`src/source/dpath_pkg.sv`:
```
//------------------------------------------------------------
// Shared widths, encodings and control bundles for the scalar
// datapath. Imported by every datapath module that needs them.
//------------------------------------------------------------
package dpath_pkg;

  localparam int XLEN = 32;
  localparam int REG_ADDR_W = 5;

  // First fetch address after reset
  localparam logic [XLEN-1:0] RESET_VECTOR = 32'h0008_0000;

  //------------------------------------------------------------
  // Select and function encodings
  //------------------------------------------------------------

  typedef enum logic [1:0] {
    PC_PLUS4, PC_BRANCH, PC_JUMP, PC_JUMPREG
  } pc_sel_e;

  // Where a decode read value comes from
  typedef enum logic [1:0] {
    BYP_RF, BYP_X, BYP_M, BYP_W
  } byp_sel_e;

  typedef enum logic [1:0] {
    OP0_RS1, OP0_PC, OP0_PC4, OP0_ZERO
  } op0_sel_e;

  typedef enum logic [2:0] {
    OP1_RS2, OP1_SHAMT, OP1_IMM_U, OP1_IMM_SB, OP1_IMM_I, OP1_IMM_S, OP1_ZERO
  } op1_sel_e;

  typedef enum logic [3:0] {
    ADD, SUB, SLL, OR, SLT, SLTU, AND, XOR, NOR, SRL, SRA
  } alu_fn_e;

  typedef enum logic [2:0] {
    LD_W, LD_B, LD_BU, LD_H, LD_HU
  } load_fn_e;

  //------------------------------------------------------------
  // Control and status bundles
  //------------------------------------------------------------

  typedef struct packed {
    op0_sel_e op0_sel;
    op1_sel_e op1_sel;
    byp_sel_e byp0_sel;
    byp_sel_e byp1_sel;
  } d_ctrl_t;

  typedef struct packed {
    load_fn_e load_fn;
    logic     queue_en;
    logic     queue_val;
    logic     wb_load;    // take the load result instead of the ALU result
  } m_ctrl_t;

  typedef struct packed {
    logic                  wen;
    logic [REG_ADDR_W-1:0] waddr;
  } w_ctrl_t;

  // Per-stage hold levels
  typedef struct packed {
    logic f;
    logic d;
    logic x;
    logic m;
    logic w;
  } stall_t;

  typedef struct packed {
    logic eq;
    logic ne;
    logic lt;
    logic ltu;
    logic ge;
    logic geu;
  } branch_cond_t;

  typedef struct packed {
    logic [XLEN-1:0] addr;
    logic [XLEN-1:0] data;
  } dmem_req_t;

endpackage

```
`src/source/pc_fetch.sv`:
```
//------------------------------------------------------------
// Next-PC select, fetch PC register and PC+4. The selected PC
// goes out as the instruction address in the same cycle.
//------------------------------------------------------------
module pc_fetch (
  input  logic                    clk,
  input  logic                    reset,
  input  dpath_pkg::pc_sel_e      pc_sel,
  input  logic                    stall_f,
  input  logic [dpath_pkg::XLEN-1:0] branch_targ,
  input  logic [dpath_pkg::XLEN-1:0] jump_targ,
  input  logic [dpath_pkg::XLEN-1:0] jumpreg_targ,
  output logic [dpath_pkg::XLEN-1:0] imem_addr,
  output logic [dpath_pkg::XLEN-1:0] pc_f,
  output logic [dpath_pkg::XLEN-1:0] pc_plus4_f
);
  import dpath_pkg::*;

  logic [XLEN-1:0] pc_next;

  always_comb begin
    case (pc_sel)
      PC_BRANCH:  pc_next = branch_targ;
      PC_JUMP:    pc_next = jump_targ;
      PC_JUMPREG: pc_next = jumpreg_targ;
      default:    pc_next = pc_plus4_f;
    endcase
  end

  // Request goes out before the PC register captures it
  assign imem_addr = reset ? RESET_VECTOR : pc_next;

  always_ff @(posedge clk) begin
    if (reset) begin
      pc_f <= RESET_VECTOR;
    end else if (!stall_f) begin
      pc_f <= pc_next;
    end
  end

  assign pc_plus4_f = pc_f + 32'd4;

endmodule

```
`src/source/operand_select.sv`:
```
//------------------------------------------------------------
// Decode-stage operand logic: immediates, jump and branch
// targets, read bypassing and the two ALU operand muxes.
//------------------------------------------------------------
module operand_select (
  input  logic [31:0]                     inst,
  input  logic [dpath_pkg::XLEN-1:0]      pc_d,
  input  logic [dpath_pkg::XLEN-1:0]      pc_plus4_d,
  input  dpath_pkg::d_ctrl_t              d_ctrl,
  input  logic [dpath_pkg::XLEN-1:0]      rf_rdata0,
  input  logic [dpath_pkg::XLEN-1:0]      rf_rdata1,
  input  logic [dpath_pkg::XLEN-1:0]      byp_x,
  input  logic [dpath_pkg::XLEN-1:0]      byp_m,
  input  logic [dpath_pkg::XLEN-1:0]      byp_w,
  output logic [dpath_pkg::REG_ADDR_W-1:0] rs1,
  output logic [dpath_pkg::REG_ADDR_W-1:0] rs2,
  output logic [dpath_pkg::XLEN-1:0]      op0,
  output logic [dpath_pkg::XLEN-1:0]      op1,
  output logic [dpath_pkg::XLEN-1:0]      wdata,
  output logic [dpath_pkg::XLEN-1:0]      branch_targ,
  output logic [dpath_pkg::XLEN-1:0]      jump_targ,
  output logic [dpath_pkg::XLEN-1:0]      jumpreg_targ
);
  import dpath_pkg::*;

  logic [XLEN-1:0] imm_i;
  logic [XLEN-1:0] imm_s;
  logic [XLEN-1:0] imm_sb;
  logic [XLEN-1:0] imm_u;
  logic [XLEN-1:0] imm_uj;
  logic [XLEN-1:0] shamt;
  logic [XLEN-1:0] rdata0_byp;
  logic [XLEN-1:0] rdata1_byp;
  logic [XLEN-1:0] jumpreg_sum;

  // Both read ports share the same bypass choices
  function automatic logic [XLEN-1:0] byp_mux(
    input byp_sel_e        sel,
    input logic [XLEN-1:0] rf_val,
    input logic [XLEN-1:0] x_val,
    input logic [XLEN-1:0] m_val,
    input logic [XLEN-1:0] w_val
  );
    case (sel)
      BYP_X:   return x_val;
      BYP_M:   return m_val;
      BYP_W:   return w_val;
      default: return rf_val;
    endcase
  endfunction

  //------------------------------------------------------------
  // Instruction fields
  //------------------------------------------------------------

  assign rs1 = inst[19:15];
  assign rs2 = inst[24:20];

  assign imm_i  = {{20{inst[31]}}, inst[31:20]};
  assign imm_s  = {{20{inst[31]}}, inst[31:25], inst[11:7]};
  assign imm_sb = {{19{inst[31]}}, inst[31], inst[7], inst[30:25], inst[11:8], 1'b0};
  assign imm_u  = {inst[31:12], 12'b0};
  assign imm_uj = {{11{inst[31]}}, inst[31], inst[19:12], inst[20], inst[30:21], 1'b0};
  // Shift amount sits in the rs2 field
  assign shamt  = {27'b0, inst[24:20]};

  //------------------------------------------------------------
  // Targets and operands
  //------------------------------------------------------------

  assign rdata0_byp = byp_mux(d_ctrl.byp0_sel, rf_rdata0, byp_x, byp_m, byp_w);
  assign rdata1_byp = byp_mux(d_ctrl.byp1_sel, rf_rdata1, byp_x, byp_m, byp_w);

  assign branch_targ  = pc_d + imm_sb;
  assign jump_targ    = pc_d + imm_uj;
  assign jumpreg_sum  = rdata0_byp + imm_i;
  assign jumpreg_targ = {jumpreg_sum[XLEN-1:1], 1'b0};

  always_comb begin
    case (d_ctrl.op0_sel)
      OP0_PC:   op0 = pc_d;
      OP0_PC4:  op0 = pc_plus4_d;
      OP0_ZERO: op0 = '0;
      default:  op0 = rdata0_byp;
    endcase
  end

  always_comb begin
    case (d_ctrl.op1_sel)
      OP1_RS2:    op1 = rdata1_byp;
      OP1_SHAMT:  op1 = shamt;
      OP1_IMM_U:  op1 = imm_u;
      OP1_IMM_SB: op1 = imm_sb;
      OP1_IMM_I:  op1 = imm_i;
      OP1_IMM_S:  op1 = imm_s;
      default:    op1 = '0;
    endcase
  end

  // Store data always comes from the second read port
  assign wdata = rdata1_byp;

endmodule

```
`src/source/regfile.sv`:
```
//------------------------------------------------------------
// Integer register file, 32 entries, two async reads and one
// clocked write. Register 0 reads as zero.
//------------------------------------------------------------
module regfile (
  input  logic                            clk,
  input  logic [dpath_pkg::REG_ADDR_W-1:0] raddr0,
  input  logic [dpath_pkg::REG_ADDR_W-1:0] raddr1,
  output logic [dpath_pkg::XLEN-1:0]       rdata0,
  output logic [dpath_pkg::XLEN-1:0]       rdata1,
  input  logic                            wen,
  input  logic [dpath_pkg::REG_ADDR_W-1:0] waddr,
  input  logic [dpath_pkg::XLEN-1:0]       wdata
);

  logic [31:0] regs [32];

  // Entry 0 is never written
  always_ff @(posedge clk) begin
    if (wen && (waddr != 5'd0)) begin
      regs[waddr] <= wdata;
    end
  end

  assign rdata0 = (raddr0 == 5'd0) ? 32'd0 : regs[raddr0];
  assign rdata1 = (raddr1 == 5'd0) ? 32'd0 : regs[raddr1];

endmodule

```
`src/source/alu.sv`:
```
//------------------------------------------------------------
// Execute-stage ALU with the branch condition flags. The flags
// are only meaningful while the function is SUB.
//------------------------------------------------------------
module alu (
  input  logic [dpath_pkg::XLEN-1:0] in0,
  input  logic [dpath_pkg::XLEN-1:0] in1,
  input  dpath_pkg::alu_fn_e         fn,
  output logic [dpath_pkg::XLEN-1:0] out,
  output dpath_pkg::branch_cond_t    branch_cond
);
  import dpath_pkg::*;

  logic [4:0] shamt;
  logic       diff_signs;

  assign shamt = in1[4:0];

  always_comb begin
    case (fn)
      ADD:     out = in0 + in1;
      SUB:     out = in0 - in1;
      SLL:     out = in0 << shamt;
      OR:      out = in0 | in1;
      SLT:     out = {31'b0, $signed(in0) < $signed(in1)};
      SLTU:    out = {31'b0, in0 < in1};
      AND:     out = in0 & in1;
      XOR:     out = in0 ^ in1;
      NOR:     out = ~(in0 | in1);
      SRL:     out = in0 >> shamt;
      SRA:     out = $signed(in0) >>> shamt;
      default: out = '0;
    endcase
  end

  //------------------------------------------------------------
  // Branch flags
  //------------------------------------------------------------

  // With equal signs the difference cannot overflow, so its sign decides
  assign diff_signs = in0[XLEN-1] ^ in1[XLEN-1];

  assign branch_cond.eq  = (out == '0);
  assign branch_cond.ne  = (out != '0);
  assign branch_cond.lt  = diff_signs ? in0[XLEN-1] : out[XLEN-1];
  assign branch_cond.ltu = diff_signs ? in1[XLEN-1] : out[XLEN-1];
  assign branch_cond.ge  = diff_signs ? in1[XLEN-1] : ~out[XLEN-1];
  assign branch_cond.geu = diff_signs ? in0[XLEN-1] : ~out[XLEN-1];

endmodule

```
`src/source/load_align.sv`:
```
//------------------------------------------------------------
// Memory-stage load path: subword extension of the response
// and a one-entry queue for responses used in a later cycle.
//------------------------------------------------------------
module load_align (
  input  logic                       clk,
  input  logic [31:0]                resp_data,
  input  dpath_pkg::load_fn_e        load_fn,
  input  logic                       queue_en,
  input  logic                       queue_val,
  output logic [dpath_pkg::XLEN-1:0] load_data
);
  import dpath_pkg::*;

  logic [XLEN-1:0] resp_adj;
  logic [XLEN-1:0] queue_q;

  always_comb begin
    case (load_fn)
      LD_B:    resp_adj = {{24{resp_data[7]}}, resp_data[7:0]};
      LD_BU:   resp_adj = {24'b0, resp_data[7:0]};
      LD_H:    resp_adj = {{16{resp_data[15]}}, resp_data[15:0]};
      LD_HU:   resp_adj = {16'b0, resp_data[15:0]};
      default: resp_adj = resp_data;
    endcase
  end

  // Holds the adjusted word, not the raw response
  always_ff @(posedge clk) begin
    if (queue_en) begin
      queue_q <= resp_adj;
    end
  end

  assign load_data = queue_val ? queue_q : resp_adj;

endmodule

```
`src/source/core_dpath.sv`:
```
//------------------------------------------------------------
// Scalar integer datapath, stages P F D X M W. Control, stalls
// and both memories sit outside and drive the ports per stage.
//------------------------------------------------------------
module core_dpath (
  input  logic                       clk,
  input  logic                       reset,
  input  dpath_pkg::pc_sel_e         pc_sel,
  input  logic [31:0]                inst,
  input  dpath_pkg::d_ctrl_t         d_ctrl,
  input  dpath_pkg::alu_fn_e         alu_fn,
  input  dpath_pkg::m_ctrl_t         m_ctrl,
  input  dpath_pkg::w_ctrl_t         w_ctrl,
  input  dpath_pkg::stall_t          stall,
  input  logic [31:0]                dmem_resp_data,
  output logic [dpath_pkg::XLEN-1:0] imem_addr,
  output dpath_pkg::dmem_req_t       dmem_req,
  output dpath_pkg::branch_cond_t    branch_cond,
  output logic [31:0]                csr_data
);
  import dpath_pkg::*;

  // Fetch
  logic [XLEN-1:0] pc_f;
  logic [XLEN-1:0] pc_plus4_f;

  // Decode
  logic [XLEN-1:0]       pc_d;
  logic [XLEN-1:0]       pc_plus4_d;
  logic [REG_ADDR_W-1:0] rs1_d;
  logic [REG_ADDR_W-1:0] rs2_d;
  logic [XLEN-1:0]       rf_rdata0_d;
  logic [XLEN-1:0]       rf_rdata1_d;
  logic [XLEN-1:0]       op0_d;
  logic [XLEN-1:0]       op1_d;
  logic [XLEN-1:0]       wdata_d;
  logic [XLEN-1:0]       branch_targ_d;
  logic [XLEN-1:0]       jump_targ_d;
  logic [XLEN-1:0]       jumpreg_targ_d;

  // Execute, memory, writeback
  logic [XLEN-1:0] op0_x;
  logic [XLEN-1:0] op1_x;
  logic [XLEN-1:0] wdata_x;
  logic [XLEN-1:0] branch_targ_x;
  logic [XLEN-1:0] alu_out_x;
  logic [XLEN-1:0] alu_out_m;
  logic [XLEN-1:0] load_data_m;
  logic [XLEN-1:0] wb_m;
  logic [XLEN-1:0] wb_w;

  pc_fetch u_pc_fetch (
    .clk          (clk),
    .reset        (reset),
    .pc_sel       (pc_sel),
    .stall_f      (stall.f),
    .branch_targ  (branch_targ_x),
    .jump_targ    (jump_targ_d),
    .jumpreg_targ (jumpreg_targ_d),
    .imem_addr    (imem_addr),
    .pc_f         (pc_f),
    .pc_plus4_f   (pc_plus4_f)
  );

  //------------------------------------------------------------
  // D <- F
  //------------------------------------------------------------

  always_ff @(posedge clk) begin
    if (!stall.d) begin
      pc_d       <= pc_f;
      pc_plus4_d <= pc_plus4_f;
    end
  end

  regfile u_regfile (
    .clk    (clk),
    .raddr0 (rs1_d),
    .raddr1 (rs2_d),
    .rdata0 (rf_rdata0_d),
    .rdata1 (rf_rdata1_d),
    .wen    (w_ctrl.wen),
    .waddr  (w_ctrl.waddr),
    .wdata  (wb_w)
  );

  operand_select u_operand_select (
    .inst         (inst),
    .pc_d         (pc_d),
    .pc_plus4_d   (pc_plus4_d),
    .d_ctrl       (d_ctrl),
    .rf_rdata0    (rf_rdata0_d),
    .rf_rdata1    (rf_rdata1_d),
    .byp_x        (alu_out_x),
    .byp_m        (wb_m),
    .byp_w        (wb_w),
    .rs1          (rs1_d),
    .rs2          (rs2_d),
    .op0          (op0_d),
    .op1          (op1_d),
    .wdata        (wdata_d),
    .branch_targ  (branch_targ_d),
    .jump_targ    (jump_targ_d),
    .jumpreg_targ (jumpreg_targ_d)
  );

  //------------------------------------------------------------
  // X <- D
  //------------------------------------------------------------

  // Operands clear on reset so the flags settle to a known state
  always_ff @(posedge clk) begin
    if (reset) begin
      op0_x <= '0;
      op1_x <= '0;
    end else if (!stall.x) begin
      op0_x <= op0_d;
      op1_x <= op1_d;
    end
  end

  always_ff @(posedge clk) begin
    if (!stall.x) begin
      wdata_x       <= wdata_d;
      branch_targ_x <= branch_targ_d;
    end
  end

  alu u_alu (
    .in0         (op0_x),
    .in1         (op1_x),
    .fn          (alu_fn),
    .out         (alu_out_x),
    .branch_cond (branch_cond)
  );

  // Data request leaves in X, response comes back in M
  assign dmem_req.addr = alu_out_x;
  assign dmem_req.data = wdata_x;

  //------------------------------------------------------------
  // M <- X
  //------------------------------------------------------------

  always_ff @(posedge clk) begin
    if (!stall.m) begin
      alu_out_m <= alu_out_x;
    end
  end

  load_align u_load_align (
    .clk       (clk),
    .resp_data (dmem_resp_data),
    .load_fn   (m_ctrl.load_fn),
    .queue_en  (m_ctrl.queue_en),
    .queue_val (m_ctrl.queue_val),
    .load_data (load_data_m)
  );

  assign wb_m = m_ctrl.wb_load ? load_data_m : alu_out_m;

  //------------------------------------------------------------
  // W <- M
  //------------------------------------------------------------

  always_ff @(posedge clk) begin
    if (reset) begin
      wb_w <= '0;
    end else if (!stall.w) begin
      wb_w <= wb_m;
    end
  end

  assign csr_data = wb_w;

endmodule

```
`config.mk`:
```
export PLATFORM = sky130hd
export DESIGN_NAME = core_dpath
export DESIGN_NICKNAME = d
export VERILOG_FILES = /design/src/source/dpath_pkg.sv /design/src/source/pc_fetch.sv /design/src/source/operand_select.sv /design/src/source/regfile.sv /design/src/source/alu.sv /design/src/source/load_align.sv /design/src/source/core_dpath.sv
export SDC_FILE = /design/constraint.sdc
export NUM_CORES = 2
export LEC_CHECK = 0
export ABC_CLOCK_PERIOD_IN_PS = 10400
export BUFFER_PORTS_ARGS = -buffer_cell sky130_fd_sc_hd__buf_2
export CORE_ASPECT_RATIO = 1.1
export CORE_MARGIN = 5
export CORE_UTILIZATION = 44
export DETAILED_ROUTE_END_ITERATION = 12
export GPL_ROUTABILITY_DRIVEN = 0
export PLACE_DENSITY_LB_ADDON = 0.2
export SLEW_MARGIN = 20
export SYNTH_ARGS = -nofsm -noshare
export SYNTH_HDL_FRONTEND = slang
export SYNTH_SLANG_ARGS = --single-unit
```
`constraint.sdc`:
```
create_clock -name clk -period 10.4 [get_ports clk]
set_input_delay 0.52 -clock clk [delete_from_list [all_inputs] [get_ports clk]]
set_output_delay 0.52 -clock clk [all_outputs]
set_load 0.03 [all_outputs]
```
Yosys cells after proc, flatten, opt, wreduce, memory -nomap -nowiden
Memory sizes are Yosys's and may differ from the RTL's.
Index checks and enable logic that the tools add are counted.
{"block": "totals", "ram_bits": 1024, "n_memories": 1, "elab_cells": 85, "out_inout_bits": 134, "register_bits": 320}
{"memory": "u_regfile.regs", "depth": 32, "width": 32, "rd": 2, "rd_clocked_by_memory_dff": 0, "wr": 1, "line": "regfile.sv:16", "rtl": "logic [31:0] regs [32];"}
{"block": "op_classes", "n_addsub": 6, "n_lt_le_gt_ge": 2, "eq_ne": 31, "bitwise_logic": 6, "shift": 3, "n_reduce_logical": 8, "mux": 18}
{"cell": "$pmux W32 S3", "count": 4}
{"cell": "$pmux W32 S11", "count": 1}
{"cell": "$pmux W32 S6", "count": 1}
{"cell": "$mux W32", "count": 5}
{"cell": "$add A32 B32 Y32", "count": 4}
{"cell": "$pmux W32 S4", "count": 1}
{"cell": "$lt A32 B32 Y1", "count": 2}
{"cell": "$add A32 B3 Y32 const B", "count": 1}
{"cell": "$and A32 B32 Y32", "count": 1}
{"cell": "$logic_not A32 Y1", "count": 1}
{"cell": "$not A32 Y32", "count": 1}
{"cell": "$or A32 B32 Y32", "count": 1}
{"cell": "$reduce_bool A32 Y1", "count": 1}
{"cell": "$shl A32 B5 Y32", "count": 1}
{"cell": "$shr A32 B5 Y32", "count": 1}
{"cell": "$sshr A32 B5 Y32", "count": 1}
{"cell": "$sub A32 B32 Y32", "count": 1}
{"cell": "$xor A32 B32 Y32", "count": 1}
{"cell": "$eq A2 B2 Y1 const B", "count": 8}
{"cell": "$eq A4 B3 Y1 const B", "count": 4}
{"cell": "$eq A3 B2 Y1 const B", "count": 4}
{"cell": "$eq A4 B4 Y1 const B", "count": 3}
{"cell": "$logic_not A5 Y1", "count": 2}
{"cell": "$eq A3 B3 Y1 const B", "count": 3}
{"cell": "11 further kinds", "count": 21}

Longest topological paths before layout
{"block": "depth", "word_depth": 8, "ltp_mapped": 33, "mapped_depth_nobuf": 26}

Hierarchy
From an unflattened synthesis, not the netlist that was laid out.
{"block": "hier_totals", "hier_cells": 6069, "area_unflattened_um2": 79392.4}
{"mod": "regfile", "cells_per_inst": 2564, "area_per_inst_um2": 47929.7, "n_inst": 1}
{"mod": "alu", "cells_per_inst": 1512, "area_per_inst_um2": 10515.1, "n_inst": 1}
{"mod": "core_dpath", "cells_per_inst": 512, "area_per_inst_um2": 8804.7, "n_inst": 1}
{"mod": "operand_select", "cells_per_inst": 918, "area_per_inst_um2": 7215.7, "n_inst": 1}
{"mod": "pc_fetch", "cells_per_inst": 396, "area_per_inst_um2": 3071.7, "n_inst": 1}
{"mod": "load_align", "cells_per_inst": 167, "area_per_inst_um2": 1855.5, "n_inst": 1}

Least setup slack after synthesis
OpenSTA, ideal clock, no wires.
{"block": "synth_timing", "kind": "reg2out", "from": "reg op1_x[2]", "to": "out imem_addr[28] (netlist name)", "n_path_buf": 7, "t_required_ps": 9880, "setup_slack_ps": 2208, "arrival_time_ps": 7672, "stages_incl_launch_ff": 30, "path_cell_list": "dfxtp_1 clkbuf_1 inv_2 buf_2 buf_1 clkbuf_1 clkbuf_1 buf_1 ha_1 clkbuf_1 nor2_1 a211oi_1 o2111a_1 a211oi_1 a31oi_1 o221a_2 o221ai_1 a221o_1 ha_1 a21oi_1 o211ai_1 a31o_2 a21o_1 nand2_1 nand3_1 nand2_1 o21ai_0 xor2_1 o22ai_1 nor4_1"}
{"item": "start: declaration", "line": "core_dpath.sv:43", "rtl": "logic [XLEN-1:0] op1_x;"}
{"item": "start signal: assignment", "line": "core_dpath.sv:118", "rtl": "op1_x <= op1_d;"}
{"item": "end: declaration", "line": "core_dpath.sv:16", "rtl": "output logic [dpath_pkg::XLEN-1:0] imem_addr,"}

Worst setup path in the final report
{"block": "layout_timing", "from": "reg op1_x[0]", "to": "out imem_addr[30] (netlist name)"}
{"block": "layout_between", "elab_chain_len": 7}
{"item": "branches (longest 2 deep; another with $sub A32 B32 Y32)"}
{"item": "$pmux W32 S11 *", "line": "alu.sv:20", "rtl": "case (fn)"}
{"item": "$pmux W32 S3 *", "line": "operand_select.sv:44", "rtl": "case (sel)"}
{"item": "$add A32 B32 Y32 *", "line": "operand_select.sv:76", "rtl": "assign jumpreg_sum = rdata0_byp + imm_i;"}
{"item": "$pmux W32 S3 *", "line": "pc_fetch.sv:22", "rtl": "case (pc_sel)"}
{"item": "$mux W32 *", "line": "pc_fetch.sv:31", "rtl": "assign imem_addr = reset ? RESET_VECTOR : pc_next;"}
Mark *: on every way between the ends.

==> flow_summary.ini <==
[synthesis]
synthCells = 5807
synth_area_per_cell_um2 = 13.1
synth_ff_type = edfxtp_1
ys_ff_latch = 1342
ys_async_sr_fraction_pct = 0
ys_seq_area_share_pct = 51.2
yosysMostFrequentCell = edfxtp_1
yosys.area.top_type_share_pct = 47.9
synth_top_cell_by_area = edfxtp_1
synth_warnings = 0
synth.distinct_cells = 87
synth_edf_count = 1214
yosys-top-cells-count = 1214 x edfxtp_1, 441 x mux4_2, 438 x mux2i_1
syn-cell-area_um2 = 76200
synth.area.top_cells = edfxtp_1 48%, mux4_2 13%, mux2i_1 5.8%

[setup_path]
crit_arrival_ps = 8580
rr_worst_depth = 25
crit_buf_inv = 1
r2r-end = u_pc_fetch.pc_f[26]$_SDFFE_PP0N_
worstPathRequired_ps = 9880
critPathMaxStageDelay_ps = 850
crit_fanout = 45
cp_top_family = compound AO/OA/AOI/OAI gates
end_kind = primary output
timing_worst_setup_path_type = reg -> out
r2r_slack_ps = 2530
r2r_start = op1_x[0]$_SDFFE_PP0N_
critPathLaunchType = register
cp_slowest_cell = dfxtp_4

[placed_design]
dp_slack_ps = 2450
io_buffers = 224
dp_hpwl_um = 184000

[cts]
tritoncts = yes
cts_setup_buffers = 0
cts.clk_slew.worst_paths_ps = 50
htree_num_levels = 4
ctsResizeCount = 0
cts_root_buf = clkbuf_16
cts_inserted_buffers = 147
clock_latency_ps = 830
clock_sinks = 1342
clockBufferDepth = 3

[timing]
max_freq_mhz = 110
setup_viol = 0
slew_viol_final = 0
setup_slack_ps = 1300
period_needed_ps = 9100
hold_viol_final = 0
period_share_pct = 87.5
relSlewSlack_pct = 17.0
fin_setup_tns_ps = 0
worstMarginPinSlew_ps = 1230
rsz0062_at_grt = false
clock_skew_ps = 58.9

[drt]
met1Wirelength_um = 103000
routed_wl_um = 285000
vias = 56415
dr_wl_met3_um = 29100
wire_per_inst_um = 34.1
via_per_inst = 6.76
ant_nets = 0
post-route-drc-count = 0
routed.top_layer = met5
drtIter0Drc = 6627
drtPass1Iterations = 9
dr_wl_met2_um = 131000

[finish]
utilization_pct = 49.3
drive_gt1_share_pct = 21.2
multi_input_area_um2 = 35200
register_area_um2 = 39000
finalNetCount = 6225
syn2layout_area_growth_pct = 11.7
final.fill_count = 14941

[min_path]
min_to = u_load_align.queue_q[27]$_DFFE_PP_
whs_path_depth = 2
min_path_type = in -> reg
hold_start = dmem_resp_data[27]

[power_and_ir_drop]
power_density_nw_per_um2 = 166
leakagePower_nw = 30.2
peakVddDrop_mv = 0.151

[floorplanning]
die_height_um = 446
rows = 160
pin_count = 232
dieArea_um2 = 182000
die_x_um = 407
coreArea_um2 = 173000
start_util_pct = 44.1

[job]
drv_cap = 0

[global_routing]
antenna_found_initial = 24
grt_max_degree = 123
grt_pass1_wl_um = 399000
gr-total-overflow = 0
track_usage_pct = 30.6
grt_pass1_vias = 54886

[run_status]
status = finished clean
==> worst register-to-register path: stages, from the launching register on <==
cell	delay [ps]
dfxtp_4	850
ha_1	330
fa_1	230
nor3_1	100
o311ai_0	800
nand3_1	320
o221ai_1	410
o21ai_0	140
a21o_1	210
o221a_2	230
a31oi_1	540
a221oi_1	200
a21oi_1	730
ha_1	440
nor3_1	180
nor2_1	90
a31o_2	250
a21o_1	180
nand2_1	100
nand3_1	110
a31oi_1	220
xnor2_1	140
nor2_1	70
or4_1	550
mux2_2	290
nor2_1	100
==> cells in the final DEF (no fill, tap or decap), types with 147 or more instances in the layout <==
cell,n
edfxtp_1,1214
mux4_2,441
mux2i_1,438
a21oi_1,348
nor2_1,319
nand2_1,257
buf_2,212
buf_4,178
ha_1,177
o21ai_0,174
o221ai_1,151
clkbuf_16,148
inv_1,147
==> area by class of cell <==
type	count	share of cell area, %
Antenna cell	14	0.0412
Clock buffer	185	4.58
Clock inverter	77	0.893
Inverter	158	0.700
Multi-Input combinational cell	3879	41.3
Sequential cell	1342	45.9
Tap cell	2268	3.34
Timing Repair Buffer	417	3.23
==> cell families (layout without fill, tap and decap cells) <==
| group | count (synthesis) | count (layout) | synth area share (%) |
|---|---|---|---|
| xor gates and xnor gates | 111 | 111 | 1.28 |
| other | 1 | 46 | 0.00492 |
| buffers and inverters | 617 | 837 | 3.20 |
| AOI/OAI and AO/OA | 1485 | 1485 | 13.6 |
| DFF | 1342 | 1342 | 51.2 |
| muxes | 1029 | 1029 | 21.3 |
| and+or+nand+nor | 1040 | 1040 | 6.39 |
| adders and majority gates | 182 | 182 | 3.04 |
==> per-layer routing <==
metal / vias to the layer above / global-route usage (%)
met5: - / 0
met4: 12 / 18.6
met3: 911 / 8.38
met2: 3315 / 48.4
met1: 28452 / 37.4
li1: 23725 / -
==> where the power goes <==
part           total (mW)  leakage [nW]  internal [mW]  switching (mW)
Clock                5.10          2.26           2.84            2.27
Combinational        2.74          15.4          0.933            1.80
Sequential           6.25          12.6           6.11           0.137
==> through the flow <==
stage                     hold WS, ps  power, mW  std cells  area [um^2]
after CTS                        2.36       14.1       8324        85000
after detailed placement          443       9.01       8046        80200
final                            59.2       14.1       8340        85100
after global placement            428       8.98       8046        80200
after floorplan                   420       8.01       5838        76300
after global routing             45.7       14.5       8331        85000
==> registers in the layout (all words and copies together), names as in the netlist <==
register	cells
alu_out_m	32
pc_plus4_d	30
csr_data	32
wdata_x	32
u_pc_fetch.pc_f	32
u_load_align.queue_q	32
op0_x	32
u_regfile.regs	1024
op1_x	32
pc_d	32
branch_targ_x	32
==> what timing repair did <==
item,4_1_cts,5_1_grt
endpoints found under the setup margin,0,0
hold buffers,16,0
endpoints found under the hold margin,16,0
==> worst max path at each step <==
| stage | start | slack, ps | cells past startpoint | end |
|---|---|---|---|---|
| floorplan | op1_x[2]$_SDFFE_PP0N_ | 2210 | 29 | imem_addr[28] |
| global placement | op1_x[0]$_SDFFE_PP0N_ | 2470 | 26 | imem_addr[30] |
| detailed placement | op1_x[0]$_SDFFE_PP0N_ | 2450 | 26 | imem_addr[30] |
| CTS | op1_x[0]$_SDFFE_PP0N_ | 1580 | 26 | imem_addr[30] |
| global route | op1_x[0]$_SDFFE_PP0N_ | 980 | 26 | imem_addr[30] |
| finish | op1_x[0]$_SDFFE_PP0N_ | 1300 | 26 | imem_addr[30] |
Power figures use the tool's default switching activity.
